**config.mk**
```make
export PLATFORM = sky130hd
export DESIGN_NAME = rv_core
export DESIGN_NICKNAME = d
export VERILOG_FILES = /design/src/rv_core_pkg.sv /design/src/rv_bus_seq.sv /design/src/rv_decode.sv /design/src/rv_regfile.sv /design/src/rv_execute.sv /design/src/rv_gpio.sv /design/src/rv_core.sv
export VERILOG_INCLUDE_DIRS = /design/src
export SDC_FILE = /design/constraint.sdc
export NUM_CORES = 2
export LEC_CHECK = 0
export BUFFER_PORTS_ARGS = -buffer_cell sky130_fd_sc_hd__buf_2
export CORE_MARGIN = 2
export CORE_UTILIZATION = 45
export DETAILED_ROUTE_END_ITERATION = 8
export GPL_TIMING_DRIVEN = 0
export PLACE_DENSITY = 0.65
export SLEW_MARGIN = 25
export SYNTH_ARGS = -nofsm -noshare
export SYNTH_HDL_FRONTEND = slang
export SYNTH_SLANG_ARGS = --single-unit
```
**constraint.sdc**
```tcl
create_clock -name i_clock -period 15.2 [get_ports i_clock]
set_input_delay 1.52 -clock i_clock [delete_from_list [all_inputs] [get_ports i_clock]]
set_output_delay 1.52 -clock i_clock [all_outputs]
set_load 0.005 [all_outputs]
```
**src/rv_core_params.svh**
```systemverilog
`ifndef RV_CORE_PARAMS_SVH
`define RV_CORE_PARAMS_SVH

// first fetch address after reset
`define RV_RESET_PC 32'h0000_0000

// gpio block sits in a 16 byte window at this base
`define RV_GPIO_BASE 32'h8000_0000

// register offsets inside the gpio window
`define RV_GPIO_OUT_OFS 4'h0
`define RV_GPIO_OE_OFS  4'h4
`define RV_GPIO_IN_OFS  4'h8

// byte lanes, always full word on this core
`define RV_SEL_WORD 4'hF

// instruction length in bytes
`define RV_INST_BYTES 32'd4

`endif

```
**src/rv_core_pkg.sv**
```systemverilog
package rv_core_pkg;

  typedef logic [31:0] word_t;     // data, address or instruction
  typedef logic [4:0]  reg_addr_t; // x0..x31

  typedef enum logic [3:0] {
    ALU_ADD,
    ALU_SUB,
    ALU_AND,
    ALU_OR,
    ALU_XOR,
    ALU_SLT,
    ALU_SLTU,
    ALU_SLL,
    ALU_SRL,
    ALU_SRA,
    ALU_PASS_B // lui
  } alu_op_e;

  typedef enum logic [2:0] {
    BR_NONE,
    BR_EQ,
    BR_NE,
    BR_LT,
    BR_GE,
    BR_JAL,
    BR_JALR
  } br_type_e;

  typedef enum logic [1:0] {
    WB_ALU,
    WB_MEM,
    WB_PC4
  } wb_sel_e;

  typedef struct packed {
    reg_addr_t rs1;
    reg_addr_t rs2;
    reg_addr_t rd;
    word_t     imm;
    alu_op_e   alu_op;
    br_type_e  br_type;
    wb_sel_e   wb_sel;
    logic      use_imm;   // operand b from imm
    logic      use_pc;    // operand a from pc, auipc
    logic      reg_write;
    logic      mem_read;
    logic      mem_write;
  } rv_ctrl_t;

  typedef struct packed {
    word_t      adr;
    word_t      dat;
    logic [3:0] sel;
    logic       read;
    logic       write;
  } bus_req_t;

  typedef enum logic [1:0] {
    SEQ_FETCH,
    SEQ_EXEC,
    SEQ_MEM
  } seq_state_e;

endpackage

```
**src/rv_bus_seq.sv**
```systemverilog
`timescale 1ns/1ps
`include "rv_core_params.svh"

module rv_bus_seq (
  input  logic                  i_clock,
  input  logic                  i_rst_n,
  input  logic                  i_busy,
  input  rv_core_pkg::word_t    i_dat,
  input  logic                  i_taken,
  input  rv_core_pkg::word_t    i_target,
  input  rv_core_pkg::bus_req_t i_data_req,
  input  logic                  i_gpio_hit,
  output rv_core_pkg::bus_req_t o_req,
  output rv_core_pkg::word_t    o_inst,
  output rv_core_pkg::word_t    o_pc,
  output logic                  o_exec,
  output logic                  o_mem_done
);

  rv_core_pkg::seq_state_e state_q;
  rv_core_pkg::seq_state_e state_d;
  rv_core_pkg::word_t      pc_q;
  rv_core_pkg::word_t      pc_d;
  rv_core_pkg::word_t      inst_q;
  logic                    bus_access; // data access leaving the core
  logic                    retire;     // last cycle of the instruction

  assign bus_access = (i_data_req.read || i_data_req.write) && !i_gpio_hit;

  always_comb begin
    state_d = state_q;
    retire  = 1'b0;
    unique case (state_q)
      rv_core_pkg::SEQ_FETCH: begin
        if (!i_busy) begin
          state_d = rv_core_pkg::SEQ_EXEC;
        end
      end
      rv_core_pkg::SEQ_EXEC: begin
        if (bus_access) begin
          state_d = rv_core_pkg::SEQ_MEM; // lw/sw out to the bus
        end else begin
          state_d = rv_core_pkg::SEQ_FETCH;
          retire  = 1'b1;
        end
      end
      rv_core_pkg::SEQ_MEM: begin
        if (!i_busy) begin
          state_d = rv_core_pkg::SEQ_FETCH;
          retire  = 1'b1;
        end
      end
      default: state_d = rv_core_pkg::SEQ_FETCH;
    endcase
  end

  assign pc_d = i_taken ? i_target : pc_q + `RV_INST_BYTES;

  always_ff @(posedge i_clock) begin
    if (!i_rst_n) begin
      state_q <= rv_core_pkg::SEQ_FETCH;
      pc_q    <= `RV_RESET_PC;
    end else begin
      state_q <= state_d;
      if (retire) begin
        pc_q <= pc_d;
      end
    end
  end

  // fetched word, taken at the completing edge
  always_ff @(posedge i_clock) begin
    if (state_q == rv_core_pkg::SEQ_FETCH && !i_busy) begin
      inst_q <= i_dat;
    end
  end

  // request mux, held steady for the whole phase
  always_comb begin
    o_req = '{adr: pc_q, dat: '0, sel: `RV_SEL_WORD, read: 1'b0, write: 1'b0};
    if (state_q == rv_core_pkg::SEQ_FETCH) begin
      o_req.read = 1'b1;
    end else if (state_q == rv_core_pkg::SEQ_MEM) begin
      o_req = i_data_req;
    end
  end

  assign o_inst     = inst_q;
  assign o_pc       = pc_q;
  assign o_exec     = (state_q == rv_core_pkg::SEQ_EXEC);
  assign o_mem_done = (state_q == rv_core_pkg::SEQ_MEM) && !i_busy;

endmodule

```
**src/rv_decode.sv**
```systemverilog
`timescale 1ns/1ps

module rv_decode (
  input  rv_core_pkg::word_t    i_inst,
  output rv_core_pkg::rv_ctrl_t o_ctrl
);

  localparam logic [6:0] OP_REG    = 7'b0110011;
  localparam logic [6:0] OP_IMM    = 7'b0010011;
  localparam logic [6:0] OP_LUI    = 7'b0110111;
  localparam logic [6:0] OP_AUIPC  = 7'b0010111;
  localparam logic [6:0] OP_LOAD   = 7'b0000011;
  localparam logic [6:0] OP_STORE  = 7'b0100011;
  localparam logic [6:0] OP_BRANCH = 7'b1100011;
  localparam logic [6:0] OP_JAL    = 7'b1101111;
  localparam logic [6:0] OP_JALR   = 7'b1100111;

  logic [6:0]         opcode;
  logic [2:0]         funct3;
  logic [6:0]         funct7;
  rv_core_pkg::word_t imm_i, imm_s, imm_b, imm_u, imm_j;

  // funct3 to alu op, alt picks sub/sra
  function automatic rv_core_pkg::alu_op_e alu_from_funct3(input logic [2:0] f3,
                                                            input logic alt);
    rv_core_pkg::alu_op_e op;
    unique case (f3)
      3'b000:  op = alt ? rv_core_pkg::ALU_SUB : rv_core_pkg::ALU_ADD;
      3'b001:  op = rv_core_pkg::ALU_SLL;
      3'b010:  op = rv_core_pkg::ALU_SLT;
      3'b011:  op = rv_core_pkg::ALU_SLTU;
      3'b100:  op = rv_core_pkg::ALU_XOR;
      3'b101:  op = alt ? rv_core_pkg::ALU_SRA : rv_core_pkg::ALU_SRL;
      3'b110:  op = rv_core_pkg::ALU_OR;
      default: op = rv_core_pkg::ALU_AND;
    endcase
    return op;
  endfunction

  assign opcode = i_inst[6:0];
  assign funct3 = i_inst[14:12];
  assign funct7 = i_inst[31:25];

  assign imm_i = {{20{i_inst[31]}}, i_inst[31:20]};
  assign imm_s = {{20{i_inst[31]}}, i_inst[31:25], i_inst[11:7]};
  assign imm_b = {{19{i_inst[31]}}, i_inst[31], i_inst[7], i_inst[30:25], i_inst[11:8], 1'b0};
  assign imm_u = {i_inst[31:12], 12'b0};
  assign imm_j = {{11{i_inst[31]}}, i_inst[31], i_inst[19:12], i_inst[20], i_inst[30:21], 1'b0};

  always_comb begin
    o_ctrl           = '0;         // unknown opcode ends up a no-op
    o_ctrl.rs1       = i_inst[19:15];
    o_ctrl.rs2       = i_inst[24:20];
    o_ctrl.rd        = i_inst[11:7];
    o_ctrl.alu_op    = rv_core_pkg::ALU_ADD;
    o_ctrl.br_type   = rv_core_pkg::BR_NONE;
    o_ctrl.wb_sel    = rv_core_pkg::WB_ALU;
    unique case (opcode)
      OP_REG: begin
        // only 0000000, or 0100000 for sub and sra
        if (funct7 == 7'b0 ||
            (funct7 == 7'b0100000 && (funct3 == 3'b000 || funct3 == 3'b101))) begin
          o_ctrl.alu_op    = alu_from_funct3(funct3, i_inst[30]);
          o_ctrl.reg_write = 1'b1;
        end
      end
      OP_IMM: begin
        o_ctrl.imm       = imm_i;
        o_ctrl.alu_op    = alu_from_funct3(funct3, (funct3 == 3'b101) && i_inst[30]);
        o_ctrl.use_imm   = 1'b1;
        o_ctrl.reg_write = 1'b1;
      end
      OP_LUI: begin
        o_ctrl.imm       = imm_u;
        o_ctrl.alu_op    = rv_core_pkg::ALU_PASS_B;
        o_ctrl.use_imm   = 1'b1;
        o_ctrl.reg_write = 1'b1;
      end
      OP_AUIPC: begin
        o_ctrl.imm       = imm_u;
        o_ctrl.use_imm   = 1'b1;
        o_ctrl.use_pc    = 1'b1;
        o_ctrl.reg_write = 1'b1;
      end
      OP_LOAD: begin
        if (funct3 == 3'b010) begin // lw only
          o_ctrl.imm       = imm_i;
          o_ctrl.use_imm   = 1'b1;
          o_ctrl.wb_sel    = rv_core_pkg::WB_MEM;
          o_ctrl.reg_write = 1'b1;
          o_ctrl.mem_read  = 1'b1;
        end
      end
      OP_STORE: begin
        if (funct3 == 3'b010) begin // sw only
          o_ctrl.imm       = imm_s;
          o_ctrl.use_imm   = 1'b1;
          o_ctrl.mem_write = 1'b1;
        end
      end
      OP_BRANCH: begin
        o_ctrl.imm = imm_b;
        unique case (funct3)
          3'b000:  o_ctrl.br_type = rv_core_pkg::BR_EQ;
          3'b001:  o_ctrl.br_type = rv_core_pkg::BR_NE;
          3'b100:  o_ctrl.br_type = rv_core_pkg::BR_LT;
          3'b101:  o_ctrl.br_type = rv_core_pkg::BR_GE;
          default: o_ctrl.br_type = rv_core_pkg::BR_NONE; // bltu/bgeu dropped
        endcase
      end
      OP_JAL: begin
        o_ctrl.imm       = imm_j;
        o_ctrl.br_type   = rv_core_pkg::BR_JAL;
        o_ctrl.wb_sel    = rv_core_pkg::WB_PC4;
        o_ctrl.reg_write = 1'b1;
      end
      OP_JALR: begin
        o_ctrl.imm       = imm_i;
        o_ctrl.br_type   = rv_core_pkg::BR_JALR;
        o_ctrl.wb_sel    = rv_core_pkg::WB_PC4;
        o_ctrl.reg_write = 1'b1;
      end
      default: ;
    endcase
  end

endmodule

```
**src/rv_regfile.sv**
```systemverilog
`timescale 1ns/1ps

module rv_regfile (
  input  logic                   i_clock,
  input  logic                   i_rst_n,
  input  logic                   i_we,
  input  rv_core_pkg::reg_addr_t i_rd,
  input  rv_core_pkg::word_t     i_wdata,
  input  rv_core_pkg::reg_addr_t i_rs1,
  input  rv_core_pkg::reg_addr_t i_rs2,
  output rv_core_pkg::word_t     o_rdata1,
  output rv_core_pkg::word_t     o_rdata2
);

  rv_core_pkg::word_t regs [32];

  always_ff @(posedge i_clock) begin
    if (!i_rst_n) begin
      for (int i = 0; i < 32; i++) begin
        regs[i] <= '0;
      end
    end else if (i_we && i_rd != '0) begin // x0 never written
      regs[i_rd] <= i_wdata;
    end
  end

  // async read ports
  assign o_rdata1 = (i_rs1 == '0) ? '0 : regs[i_rs1];
  assign o_rdata2 = (i_rs2 == '0) ? '0 : regs[i_rs2];

endmodule

```
**src/rv_execute.sv**
```systemverilog
`timescale 1ns/1ps

module rv_execute (
  input  rv_core_pkg::rv_ctrl_t i_ctrl,
  input  rv_core_pkg::word_t    i_rs1_data,
  input  rv_core_pkg::word_t    i_rs2_data,
  input  rv_core_pkg::word_t    i_pc,
  input  rv_core_pkg::word_t    i_load_data,
  output rv_core_pkg::word_t    o_result,
  output rv_core_pkg::word_t    o_wb_data,
  output rv_core_pkg::word_t    o_target,
  output logic                  o_taken
);

  rv_core_pkg::word_t op_a;
  rv_core_pkg::word_t op_b;
  rv_core_pkg::word_t jalr_sum;
  logic [4:0]         shamt;
  logic               eq;
  logic               lt; // signed compare of rs1 and rs2

  assign op_a  = i_ctrl.use_pc ? i_pc : i_rs1_data;
  assign op_b  = i_ctrl.use_imm ? i_ctrl.imm : i_rs2_data;
  assign shamt = op_b[4:0];

  always_comb begin
    unique case (i_ctrl.alu_op)
      rv_core_pkg::ALU_ADD:    o_result = op_a + op_b;
      rv_core_pkg::ALU_SUB:    o_result = op_a - op_b;
      rv_core_pkg::ALU_AND:    o_result = op_a & op_b;
      rv_core_pkg::ALU_OR:     o_result = op_a | op_b;
      rv_core_pkg::ALU_XOR:    o_result = op_a ^ op_b;
      rv_core_pkg::ALU_SLT:    o_result = {31'b0, $signed(op_a) < $signed(op_b)};
      rv_core_pkg::ALU_SLTU:   o_result = {31'b0, op_a < op_b};
      rv_core_pkg::ALU_SLL:    o_result = op_a << shamt;
      rv_core_pkg::ALU_SRL:    o_result = op_a >> shamt;
      rv_core_pkg::ALU_SRA:    o_result = $unsigned($signed(op_a) >>> shamt);
      rv_core_pkg::ALU_PASS_B: o_result = op_b;
      default:                 o_result = '0;
    endcase
  end

  assign eq = (i_rs1_data == i_rs2_data);
  assign lt = $signed(i_rs1_data) < $signed(i_rs2_data);

  always_comb begin
    unique case (i_ctrl.br_type)
      rv_core_pkg::BR_EQ:   o_taken = eq;
      rv_core_pkg::BR_NE:   o_taken = !eq;
      rv_core_pkg::BR_LT:   o_taken = lt;
      rv_core_pkg::BR_GE:   o_taken = !lt;
      rv_core_pkg::BR_JAL,
      rv_core_pkg::BR_JALR: o_taken = 1'b1;
      default:              o_taken = 1'b0;
    endcase
  end

  assign jalr_sum = i_rs1_data + i_ctrl.imm;
  assign o_target = (i_ctrl.br_type == rv_core_pkg::BR_JALR) ? {jalr_sum[31:1], 1'b0}
                                                              : i_pc + i_ctrl.imm;

  always_comb begin
    unique case (i_ctrl.wb_sel)
      rv_core_pkg::WB_MEM: o_wb_data = i_load_data;
      rv_core_pkg::WB_PC4: o_wb_data = i_pc + 32'd4; // link value
      default:             o_wb_data = o_result;
    endcase
  end

endmodule

```
**src/rv_gpio.sv**
```systemverilog
`timescale 1ns/1ps
`include "rv_core_params.svh"

module rv_gpio (
  input  logic                  i_clock,
  input  logic                  i_rst_n,
  input  rv_core_pkg::rv_ctrl_t i_ctrl,
  input  logic                  i_exec,
  input  rv_core_pkg::word_t    i_addr,
  input  rv_core_pkg::word_t    i_wdata,
  input  rv_core_pkg::word_t    i_bus_rdata,
  input  rv_core_pkg::word_t    i_gpio_in,
  output logic                  o_hit,
  output rv_core_pkg::word_t    o_load_data,
  output rv_core_pkg::bus_req_t o_data_req,
  output rv_core_pkg::word_t    o_gpio_out,
  output rv_core_pkg::word_t    o_gpio_oe
);

  localparam rv_core_pkg::word_t GPIO_BASE = `RV_GPIO_BASE;

  rv_core_pkg::word_t out_q, oe_q;
  rv_core_pkg::word_t in_meta_q, in_sync_q; // two flop input sync
  logic               access;

  assign access = i_ctrl.mem_read || i_ctrl.mem_write;
  assign o_hit  = access && (i_addr[31:4] == GPIO_BASE[31:4]);

  always_ff @(posedge i_clock) begin
    if (!i_rst_n) begin
      out_q     <= '0;
      oe_q      <= '0;
      in_meta_q <= '0;
      in_sync_q <= '0;
    end else begin
      in_meta_q <= i_gpio_in;
      in_sync_q <= in_meta_q;
      if (i_exec && o_hit && i_ctrl.mem_write) begin
        unique case (i_addr[3:0])
          `RV_GPIO_OUT_OFS: out_q <= i_wdata;
          `RV_GPIO_OE_OFS:  oe_q  <= i_wdata;
          default: ;                            // input reg is read only
        endcase
      end
    end
  end

  always_comb begin
    o_load_data = i_bus_rdata; // forwarded from the bus
    if (o_hit) begin
      unique case (i_addr[3:0])
        `RV_GPIO_OUT_OFS: o_load_data = out_q;
        `RV_GPIO_OE_OFS:  o_load_data = oe_q;
        `RV_GPIO_IN_OFS:  o_load_data = in_sync_q;
        default:          o_load_data = '0;
      endcase
    end
  end

  // everything outside the window goes to the bus
  assign o_data_req = '{adr: i_addr, dat: i_wdata, sel: `RV_SEL_WORD,
                        read: i_ctrl.mem_read && !o_hit, write: i_ctrl.mem_write && !o_hit};

  assign o_gpio_out = out_q;
  assign o_gpio_oe  = oe_q;

endmodule

```
**src/rv_core.sv**
```systemverilog
`timescale 1ns/1ps

module rv_core (
  input  logic               i_clock,
  input  logic               i_rst_n,
  input  rv_core_pkg::word_t i_dat,
  input  logic               i_busy,
  input  rv_core_pkg::word_t i_gpio_in,
  output rv_core_pkg::word_t o_adr,
  output rv_core_pkg::word_t o_dat,
  output logic [3:0]         o_sel,
  output logic               o_read,
  output logic               o_write,
  output rv_core_pkg::word_t o_gpio_out,
  output rv_core_pkg::word_t o_gpio_oe
);

  rv_core_pkg::bus_req_t req, data_req;
  rv_core_pkg::rv_ctrl_t ctrl;
  rv_core_pkg::word_t    inst, pc;
  rv_core_pkg::word_t    rs1_data, rs2_data;
  rv_core_pkg::word_t    result, wb_data, target, load_data;
  logic                  taken, exec, mem_done, gpio_hit;
  logic                  rf_we;

  rv_bus_seq u_seq (
    .i_clock(i_clock), .i_rst_n(i_rst_n), .i_busy(i_busy), .i_dat(i_dat),
    .i_taken(taken), .i_target(target), .i_data_req(data_req), .i_gpio_hit(gpio_hit),
    .o_req(req), .o_inst(inst), .o_pc(pc), .o_exec(exec), .o_mem_done(mem_done));

  rv_decode u_dec (.i_inst(inst), .o_ctrl(ctrl));

  rv_regfile u_rf (
    .i_clock(i_clock), .i_rst_n(i_rst_n), .i_we(rf_we), .i_rd(ctrl.rd), .i_wdata(wb_data),
    .i_rs1(ctrl.rs1), .i_rs2(ctrl.rs2), .o_rdata1(rs1_data), .o_rdata2(rs2_data));

  rv_execute u_ex (
    .i_ctrl(ctrl), .i_rs1_data(rs1_data), .i_rs2_data(rs2_data), .i_pc(pc),
    .i_load_data(load_data), .o_result(result), .o_wb_data(wb_data), .o_target(target),
    .o_taken(taken));

  rv_gpio u_gpio (
    .i_clock(i_clock), .i_rst_n(i_rst_n), .i_ctrl(ctrl), .i_exec(exec), .i_addr(result),
    .i_wdata(rs2_data), .i_bus_rdata(i_dat), .i_gpio_in(i_gpio_in), .o_hit(gpio_hit),
    .o_load_data(load_data), .o_data_req(data_req), .o_gpio_out(o_gpio_out),
    .o_gpio_oe(o_gpio_oe));

  // loads write back when their data lands
  always_comb begin
    rf_we = 1'b0;
    if (ctrl.reg_write) begin
      if (ctrl.mem_read) begin
        rf_we = mem_done || (exec && gpio_hit);
      end else begin
        rf_we = exec;
      end
    end
  end

  assign o_adr   = req.adr;
  assign o_dat   = req.dat;
  assign o_sel   = req.sel;
  assign o_read  = req.read;
  assign o_write = req.write;

endmodule

```
==> impl_metrics.tcl <==
set metrics [dict create \
    run_status "finished, violations left" \
    violations "setup timing" \
    synth_enable_flop_cells 1056 \
    synthArstFlopShare_pct 0 \
    timing.max_slew.rel_slack_pct 12.7 \
    final_max_slew_viol_count 0 \
    via_count_of_the_first_global_routing_pass 66575 \
    synthesis.area_um2 77500 \
    hold_class "reg2reg" \
    worstSetupEndpointType "register" \
    coreArea_um2 171000 \
    gr-total-overflow 0 \
    vdd.ir_drop.worst_uv 147 \
    worst_path_max_delay_cell "sky130_fd_sc_hd__nand4_1" \
    final_critical_path_setup_slack_ns -0.363 \
    grt_usage_pct 48.6 \
    crit_required_ns 15.74 \
    total_leakage_power_nw 33.8 \
    drt.antenna.violating_nets 0 \
    crit_fanout 24 \
    cts_num_sinks 1228 \
    synth-seq-cells 1228 \
    global_route_wire_length_before_repair_mm 575 \
    routed_wirelength_mm 435 \
    die_height_um 419 \
    vias 71870 \
    max_cap_violations 0 \
    final_area_um2 88100 \
    ys.warnings.count 0 \
    ys_types 104 \
    drt-wirelength-per-cell_um 42.9 \
    drt_pre_antenna_iters 7 \
    netlist_instances 7246 \
    cts_hold_buffers 0 \
    critical_path.max_stage_delay_ns 0.84 \
    grt_antenna_before_repair 31 \
    total_power_mw 13.0 \
    maximum_number_of_pins_on_one_net_before_global_route_repair 42 \
    ys.flop_type "sky130_fd_sc_hd__edfxtp_1" \
    clock_tree.root_cell "sky130_fd_sc_hd__clkbuf_16" \
    rsz_0062_raised_after_global_routing "no" \
    startpoint_type "register" \
    cellPowerDensity_nw_per_um2 148 \
    setup_viol_count_final 662 \
    num-nets-final 7954 \
    drt-initial-drc-count 13073 \
    final_report_hold_violation_count 0 \
    dieArea_um2 176000 \
    power_frac_comb_pct 43.6 \
    worst_pin_slew_ns 1.30 \
    drc 0 \
    ioPinCount 201 \
    tritoncts.num_buffers 140 \
    drive_above_1_share_pct 20.4 \
    mostFrequentLayoutCells "sky130_fd_sc_hd__nor2_1 (1171), sky130_fd_sc_hd__edfxtp_1 (1056), sky130_fd_sc_hd__mux2i_1 (542)" \
    power.sequential.fraction_pct 29.5 \
    place.gp.congestion 1.08 \
    internal_power_mw 7.12 \
    clk_latency_ns 0.87 \
    period_share_pct 102 \
    cts_tree "built" \
    cts.clk_slew.worst_paths_ns 0.06 \
    synth-seq-area-share_pct 45.3 \
    die_width_um 419 \
    vias_per_cell 7.09 \
    initial_core_utilization_pct 45.2 \
    achievable_frequency_mhz 64.3 \
    timing.setup.critical_path_class "reg2reg" \
    finalWorstPathRequiredPeriod_ns 15.56 \
    htree_num_levels 4 \
    synth.top_cell.area_share_pct 40.9 \
    rows 152 \
    worst_clk_skew_ns 0.0728 \
    synth.area.top_cells "sky130_fd_sc_hd__edfxtp_1 (41%), sky130_fd_sc_hd__mux4_2 (11%), sky130_fd_sc_hd__mux2i_1 (7.0%), sky130_fd_sc_hd__nor2_1 (5.7%), sky130_fd_sc_hd__dfxtp_1 (4.4%)" \
    critical-path-top-cell-by-count "sky130_fd_sc_hd__clkbuf_2" \
    hpwl_mm 329 \
    netSwitchingFraction_pct 45.2 \
    post_synth.cell_area_avg_um2 10.7 \
    place_area_um2 83100 \
    syn2layout_area_growth_pct 13.6 \
    total_of_buffers_placed_on_input_and_output_ports 195 \
    yosys.area.top_type "sky130_fd_sc_hd__edfxtp_1" \
    dp_worst_setup_slack_ns -3.66 \
    clock_power_share_pct 26.9 \
    clock_tree.buffer_depth 3 \
    arrival_ns 16.11 \
    switching_power_mw 5.88 \
    most_frequent_standard_cell_in_the_layout_excluding_fill_and_tap_cells "sky130_fd_sc_hd__nor2_1" \
]
[power groups by stage]
| stage | Sequential (mW) | Clock (mW) | Combinational (mW) |
|---|---|---|---|
| 2_1_floorplan | 3.87 | 0 | 2.86 |
| 3_3_place_gp | 3.90 | 0 | 5.13 |
| 3_5_place_dp | 3.90 | 0 | 5.26 |
| 4_1_cts | 3.83 | 3.46 | 5.29 |
| 5_1_grt | 3.84 | 3.58 | 5.64 |
| 6_report | 3.84 | 3.50 | 5.66 |
[state kept, by name (all words and copies together) (netlist names), named ones only]
register and cells:
u_rf.regs 1024, u_gpio.in_meta_q 32, u_gpio.in_sync_q 32, u_gpio.o_gpio_oe 32
u_gpio.o_gpio_out 32, u_seq.o_inst 32, u_seq.o_pc 32, u_seq.state_q 2
[routing by layer]
metal / wire (µm) / global-route usage [%] / part of all wire (%) / up-vias
met5: 104 / 0 / 0.024 / -
met4: 46000 / 41.0 / 11 / 14
met3: 62400 / 17.5 / 14 / 1705
met2: 179000 / 68.7 / 41 / 6719
met1: 148000 / 58.9 / 34 / 35591
li1: - / - / - / 27841
[layout make-up]
type	count	area [µm²]
well taps	2310	2890
multi-input cells	5244	39800
inverters	167	634
flip-flops and latches	1228	35200
clock buffers	176	3700
plain buffers	639	3050
fillers	15549	83300
repair buffers	267	1920
clock inverters	76	902
diodes	31	77.6
[through the flow]
stage	TNS (ns)	utilization, %	instances	hold WS (ns)
after CTS	0	51.3	10102	0.408
after detailed placement	-5172.56	48.5	9843	0.420
final	-76.06	51.4	10138	0.413
after floorplan	0	-	7280	0.412
after global placement	-8788.08	47.6	9785	0.415
after global routing	0	51.4	10115	0.448
[Yosys cell counts, types with 55 or more instances]
master                     instances
sky130_fd_sc_hd__ha_1            196
sky130_fd_sc_hd__o211ai_1         56
sky130_fd_sc_hd__nor2_1         1172
sky130_fd_sc_hd__nand2_1         492
sky130_fd_sc_hd__nand3_1          91
sky130_fd_sc_hd__nor3_1           80
sky130_fd_sc_hd__a21o_1           63
sky130_fd_sc_hd__and2_1          158
sky130_fd_sc_hd__a22oi_1         255
sky130_fd_sc_hd__mux2i_1         544
sky130_fd_sc_hd__dfxtp_1         172
sky130_fd_sc_hd__nor4_1           55
sky130_fd_sc_hd__clkbuf_1        378
sky130_fd_sc_hd__a21oi_1         401
sky130_fd_sc_hd__edfxtp_1       1056
sky130_fd_sc_hd__xnor2_1          57
sky130_fd_sc_hd__buf_2           157
sky130_fd_sc_hd__nor2_2          223
sky130_fd_sc_hd__mux4_2          379
sky130_fd_sc_hd__inv_1           159
sky130_fd_sc_hd__o21ai_0         200
sky130_fd_sc_hd__buf_1            58
[timing repair]
action | 4_1_cts | 5_1_grt
endpoints found under the hold margin | 0 | 0
gates resized for setup | 29 | 29
buffers inserted | 9 | 4
endpoints found under the setup margin | 2100 | 985
pin swaps | 6 | 1
[critical path: cells and delay by family, from the launching register on]
family,cells,cell delay (ns)
XOR/XNOR,1,0.27
AO/OA/AOI/OAI,8,3.08
buffers and inverters,12,6.02
AND/OR/NAND/NOR,10,3.58
multiplexers,3,1.21
adder cells (fa/ha/maj),1,0.36
flip-flops,1,0.53
[cell families after synthesis]
logic type,synth area share [%]
xor gates and xnor gates,1.05
other,0.00969
and+or+nand+nor,14.9
adders and majority gates,3.27
AOI/OAI and AO/OA,12.4
buffers and inverters,4.54
muxes,18.4
DFF,45.3
[worst paths after layout]
check,from,endpoint,slack (ns),cells after the start
max,register,u_rf.regs[19][8],-0.36,35
min,u_gpio.in_meta_q[4],u_gpio.in_sync_q[4],0.41,1
min reg2reg,u_gpio.in_meta_q[4],u_gpio.in_sync_q[4],0.41,1
max reg2reg,register,u_rf.regs[19][8],-0.36,35
(Power assumes the default switching activity.)
